[src/common/noc_pkg.sv]
// router port count, flit field widths and shared fabric types.

package noc_pkg;

        // ********************
        // router geometry
        // ********************

        localparam int PORTS  = 5;      // north, east, south, west, local.
        localparam int DATA_W = 32;     // flit payload.
        localparam int VCH_W  = 2;      // four virtual channels.
        localparam int PORT_W = 3;      // encoded port number.

        // ********************
        // flit fields
        // ********************

        // one flit's data word.
        typedef logic [DATA_W-1:0] flit_data_t;

        // virtual-channel number carried alongside the flit.
        typedef logic [VCH_W-1:0] vch_t;

        // encoded destination port; codes PORTS and above name no port.
        typedef logic [PORT_W-1:0] port_id_t;

        // ********************
        // fabric vectors
        // ********************

        // one bit per port.
        // used for request rows, grant rows and returned grants.
        typedef logic [PORTS-1:0] port_vec_t;

endpackage

[src/common/xbar_fabric_if.sv]
// crossbar fabric interface with the flit, request and grant matrices.

`timescale 1ns/1ps

interface xbar_fabric_if
        import noc_pkg::*;
        ();

        flit_data_t data [PORTS];       // indexed by input.
        port_vec_t  valid;              // one bit per input.
        vch_t       vch  [PORTS];       // indexed by input.
        port_vec_t  req  [PORTS];       // row per output, bit per input.
        port_vec_t  grt  [PORTS];       // row per output, bit per input.

        // route decoder side.
        modport decoder (
                output data,
                output valid,
                output vch,
                output req,
                input  grt
        );

        // output port side; each instance drives only its own grant row.
        modport port (
                input  data,
                input  valid,
                input  vch,
                input  req,
                output grt
        );

endinterface

[src/crossbar/xbar_route_decode.sv]
// route decoder building the request matrix and transposing grants back to the inputs.

`timescale 1ns/1ps

module xbar_route_decode
        import noc_pkg::*;
        (
        input  flit_data_t    idata  [PORTS],
        input  port_vec_t     ivalid,
        input  vch_t          ivch   [PORTS],
        input  port_id_t      port   [PORTS],
        input  port_vec_t     req,
        output port_vec_t     grt    [PORTS],
        xbar_fabric_if.decoder fabric
);

        // ********************
        // flit forwarding
        // ********************

        always_comb begin
                for (int i = 0; i < PORTS; i++) begin
                        fabric.data[i] = idata[i];
                        fabric.vch[i]  = ivch[i];
                end
                fabric.valid = ivalid;
        end

        // ********************
        // request matrix
        // ********************

        // a port code of PORTS or above matches no row and is dropped.
        always_comb begin
                for (int o = 0; o < PORTS; o++) begin
                        for (int i = 0; i < PORTS; i++) begin
                                fabric.req[o][i] = req[i] && (port[i] == PORT_W'(o));
                        end
                end
        end

        // ********************
        // grant return
        // ********************

        // output rows become input rows.
        always_comb begin
                for (int i = 0; i < PORTS; i++) begin
                        for (int o = 0; o < PORTS; o++) begin
                                grt[i][o] = fabric.grt[o][i];
                        end
                end
        end

endmodule

[src/crossbar/xbar_out_port.sv]
// output port with a round-robin packet-locking arbiter and its flit multiplexer.

`timescale 1ns/1ps

module xbar_out_port
        import noc_pkg::*;
        #(
        parameter int OUT_ID = 0
        ) (
        input  logic          clk,
        input  logic          reset,
        xbar_fabric_if.port   fabric,
        output flit_data_t    odata,
        output logic          ovalid,
        output vch_t          ovch
);

        port_vec_t            row;            // requests aimed at this output.
        port_vec_t            grant;          // registered owner, one-hot.
        port_vec_t            grant_next;
        logic [PORT_W-1:0]    ptr;            // highest-priority input.
        logic [PORT_W-1:0]    ptr_next;

        assign row = fabric.req[OUT_ID];

        // ********************
        // arbiter
        // ********************

        always_comb begin : pick
                int   idx;
                logic found;

                grant_next = '0;
                ptr_next   = ptr;
                found      = 1'b0;
                idx        = 0;

                if (|(grant & row)) begin
                        grant_next = grant;     // owner still holds its packet.
                end else begin
                        for (int k = 0; k < PORTS; k++) begin
                                idx = int'(ptr) + k;
                                if (idx >= PORTS)
                                        idx = idx - PORTS;
                                if (!found && row[idx]) begin
                                        found           = 1'b1;
                                        grant_next[idx] = 1'b1;
                                        // winner drops to lowest priority.
                                        if (idx == PORTS - 1)
                                                ptr_next = '0;
                                        else
                                                ptr_next = PORT_W'(idx + 1);
                                end
                        end
                end
        end

        always_ff @(posedge clk) begin
                if (reset) begin
                        grant <= '0;
                        ptr   <= '0;
                end else begin
                        grant <= grant_next;
                        ptr   <= ptr_next;
                end
        end

        assign fabric.grt[OUT_ID] = grant;

        // ********************
        // flit multiplexer
        // ********************

        // ovalid stays low without an owner.
        always_comb begin
                odata  = '0;
                ovalid = 1'b0;
                ovch   = '0;
                for (int i = 0; i < PORTS; i++) begin
                        if (grant[i]) begin
                                odata  = fabric.data[i];
                                ovalid = fabric.valid[i];
                                ovch   = fabric.vch[i];
                        end
                end
        end

endmodule

[src/rtl/noc_crossbar_top.sv]
// crossbar top level with the route decoder and five output ports.

`timescale 1ns/1ps

module noc_crossbar_top
        import noc_pkg::*;
        (
        input  logic          clk,
        input  logic          reset,

        // input side, one entry per input port.
        input  flit_data_t    idata  [PORTS],
        input  port_vec_t     ivalid,
        input  vch_t          ivch   [PORTS],
        input  port_id_t      port   [PORTS],
        input  port_vec_t     req,
        output port_vec_t     grt    [PORTS],

        // output side, one entry per output port.
        output flit_data_t    odata  [PORTS],
        output port_vec_t     ovalid,
        output vch_t          ovch   [PORTS]
);

        // ********************
        // fabric
        // ********************

        xbar_fabric_if fabric ();

        xbar_route_decode u_route_decode (
                .idata  ( idata  ),
                .ivalid ( ivalid ),
                .ivch   ( ivch   ),
                .port   ( port   ),
                .req    ( req    ),
                .grt    ( grt    ),
                .fabric ( fabric )
        );

        // ********************
        // output ports
        // ********************

        // one arbiter and mux per output.
        for (genvar g = 0; g < PORTS; g++) begin : gen_out

                xbar_out_port #(
                        .OUT_ID ( g )
                ) u_out_port (
                        .clk    ( clk       ),
                        .reset  ( reset     ),
                        .fabric ( fabric    ),
                        .odata  ( odata[g]  ),
                        .ovalid ( ovalid[g] ),
                        .ovch   ( ovch[g]   )
                );

        end

endmodule

[config.mk]
export PLATFORM = sky130hd
export DESIGN_NAME = noc_crossbar_top
export DESIGN_NICKNAME = d
export VERILOG_FILES = /design/src/common/noc_pkg.sv /design/src/common/xbar_fabric_if.sv /design/src/crossbar/xbar_route_decode.sv /design/src/crossbar/xbar_out_port.sv /design/src/rtl/noc_crossbar_top.sv
export SDC_FILE = /design/constraint.sdc
export NUM_CORES = 1
export LEC_CHECK = 0
export BUFFER_PORTS_ARGS = -buffer_cell sky130_fd_sc_hd__buf_2
export CORE_MARGIN = 4
export CORE_UTILIZATION = 40
export DETAILED_ROUTE_END_ITERATION = 10
export GPL_TIMING_DRIVEN = 1
export HOLD_SLACK_MARGIN = 0.08
export SLEW_MARGIN = 30
export SYNTH_ARGS = -nofsm -noshare
export SYNTH_HDL_FRONTEND = slang
export SYNTH_SLANG_ARGS = --single-unit
[constraint.sdc]
create_clock -name clk -period 9.2 [get_ports clk]
set_input_delay 0.46 -clock clk [delete_from_list [all_inputs] [get_ports clk]]
set_output_delay 0.46 -clock clk [all_outputs]
set_load 0.005 [all_outputs]
==> metrics.txt <==
synth unique cells 116; clk_skew 7.57 ps; Setup Viol. Count Final 0; Num CTS Buffers 5; share of the synthesized area in the top cell type 0.114; Post-synth EDFFs 0; status finished, final reports clean; top-count cell post-synth nor2_1; area of the mapped netlist ~17000 um^2; critical path's slowest cell dfxtp_1; vias per inst 6.58; Inst Count DP around 3600; drt total wl 85.9 mm; nets around 3400; GRT met3 Usage 0.0606; grt met2 use 0.550; f_max 0.192 GHz; Cell Rows 75; Yosys top cell by area a21oi_1; Critical Path, Cell by Cell clkinv_1, ha_1, ha_1, o21ba_2, or2_1, a211oi_1, o32ai_1, nand3b_2, nor4_2, nand3_1, or3_1, a221oi_2; CTS tree yes; critical path required time 9410 ps; Max Slew Vio Count 0; synthesis-stage register bit count 40; post-route ant nets 0; Period Utilization, post-route 0.568; hpwl dp 63.2 mm; area delta synth->final 13.8%; num ports 397; Initial Util 0.407; Post-synth ARST share 0; Root Driver clkbuf_16; Syn Nets 3155; clk_lat worst skew 300 ps; vias post-DR 23700; die area 46400 um^2; top_reg_cell synth dfxtp_1; NetSw 5110 uW; CP Launch Type flop; Worst-path clk slew about 70 ps; Fin. Hold Viols 0; crit-path most repeated cell ha_1; global-route track usage on met1 0.442; critical path class reg -> reg; most frequent cells after synthesis 402 x nor2_1, 392 x a21oi_1, 335 x o21ai_0; unrepaired setup endpoints after global routing no; area of all sequential standard cells 826 um^2; crit path DAT ~5400 ps; WL per Instance 23.9 um; drt pass-1 iters 8; CP Max Fanout 22; largest net degree at the start of global routing 73; max cap viols 0; Synth Instances 2813; fin cells 3597; area of the multi-input gates 15100 um^2; cell internal power dissipation about 3100 uW; Most Crowded Layer GR met2; reg-to-reg slack, setup 3980 ps; PD cells 420 nW/um^2; vias in the first global route 21600; DR DRC count 0; Seq/Total Area, Yosys 0.0465; worst slew pin tran around 1000 ps; Area contributors post-synth a21oi_1 11%, ha_1 10%, o21ai_0 9.7%; maximum clock path buffer count 2; first-pass GRT wire length 129 mm; clock group share of total power 0.022; CTS H-tree depth 2; Synth Area per Inst about 6.1 um^2; CTS Hold Bufs 0; initial antenna violation count 28; Port Buf Inserts between 300 and 400; worst rel slew slack 0.303; GRT Resource Usage Total 0.343; total grt overflow 0; layout cells sized above 1 0.184; Die W 215 um; CP peak stage delay 910 ps; Initial DRC Count 2954; combinational share of power 0.916; Final min period 5220 ps; Hold Crit Class reg -> reg; Synth warnings 0; post-cts sizing count 0; CP Capture Type flop; Sw Ratio 0.621; Post-CTS Setup Inserts 0; Clock Sinks 40; die height about 220 um; Fillers 4503; Max IR drop VDD 0.175 mV; sequential share of power 0.061; gp weighted congestion 1.02; total negative slack 0 ps; Hold WS 515 ps; Leak Pwr 0.00854 uW; area of the core 42200 um^2
==> state kept, by name (all words and copies together), names as in the netlist <==
register	flops
gen_out.u_out_port.grant	25
gen_out.u_out_port.ptr	15
==> power by group through the flow <==
stage	Clock, uW	Combinational, uW	Sequential (uW)
finish	183	7540	504
CTS	185	7380	494
detailed placement	0	7340	498
global placement	0	7270	494
floorplan	0	5100	304
global route	190	8270	516
==> per-stage QoR <==
stage | power [uW] | utilization | area [um^2] | setup slack [ps]
3_3_place_gp | 7760 | 0.458 | 19400 | 4290
3_5_place_dp | 7840 | 0.459 | 19400 | 4050
5_1_grt | 8980 | 0.464 | 19600 | 3530
4_1_cts | 8060 | 0.462 | 19500 | 4040
6_report | 8230 | 0.464 | 19600 | 3980
2_1_floorplan | 5400 | - | 17200 | 5440
==> critical path: cells and delay by family (launching register included) <==
kind	cells	cell delay, ps
AO/OA/AOI/OAI	4	1100
adder cells (fa/ha/maj)	2	1030
buffers and inverters	1	520
AND/OR/NAND/NOR	5	1560
flip-flops	1	910
==> per-layer routing <==
metal  part of all wire  wire, um  vias up
met5            0.00072        62        -
met4              0.055      4720       10
met3               0.10      8730      280
met2               0.45     38400     1462
met1               0.40     34000    11000
li1                   -         -    10900
==> final cells by class <==
class,instances,area share
clock inverter,2,0.000639
timing repair buffer,441,0.118
inverter,118,0.0226
tap,539,0.0344
sequential,40,0.0422
antenna,20,0.00256
multi-input combinational,2432,0.773
clock buffer,5,0.00639
==> cell families (layout without fill, tap and decap cells) <==
family                     Yosys count  count (layout)  synth area share
adders and majority gates          146             146             0.108
and+or+nand+nor                   1006            1006             0.276
xor gates and xnor gates            28              28            0.0156
other                                0              20                 0
muxes                               37              37            0.0255
AOI/OAI and AO/OA                 1215            1215             0.450
DFF                                 40              40            0.0465
buffers and inverters              341             566            0.0788
==> layout by cell type, fill, tap and decap left out, types with 23 or more instances in the layout <==
cell and count:
o21ai_0 333, nand2b_1 40, nor2_1 401, inv_1 111, a31oi_1 39, ha_1 140
nand2_1 281, buf_2 396, a22oi_1 113, a221o_1 72, a211oi_1 33, nor3_1 51
nand3_1 60, nor2b_1 23, a21oi_1 392, buf_4 45
==> path summary, 6_finish.rpt <==
check                                                            startpoint                                          end  cells after the start
worst max-delay path              gen_out[0].u_out_port.ptr[0]$_SDFFE_PP0P_  gen_out[0].u_out_port.grant[0]$_SDFFE_PP0P_                     12
worst min-delay path            gen_out[4].u_out_port.grant[2]$_SDFFE_PP0P_  gen_out[4].u_out_port.grant[2]$_SDFFE_PP0P_                      2
worst max register to register    gen_out[0].u_out_port.ptr[0]$_SDFFE_PP0P_  gen_out[0].u_out_port.grant[0]$_SDFFE_PP0P_                     12
worst min register to register  gen_out[4].u_out_port.grant[2]$_SDFFE_PP0P_  gen_out[4].u_out_port.grant[2]$_SDFFE_PP0P_                      2
Note: power is estimated with default switching activity, not from simulation.
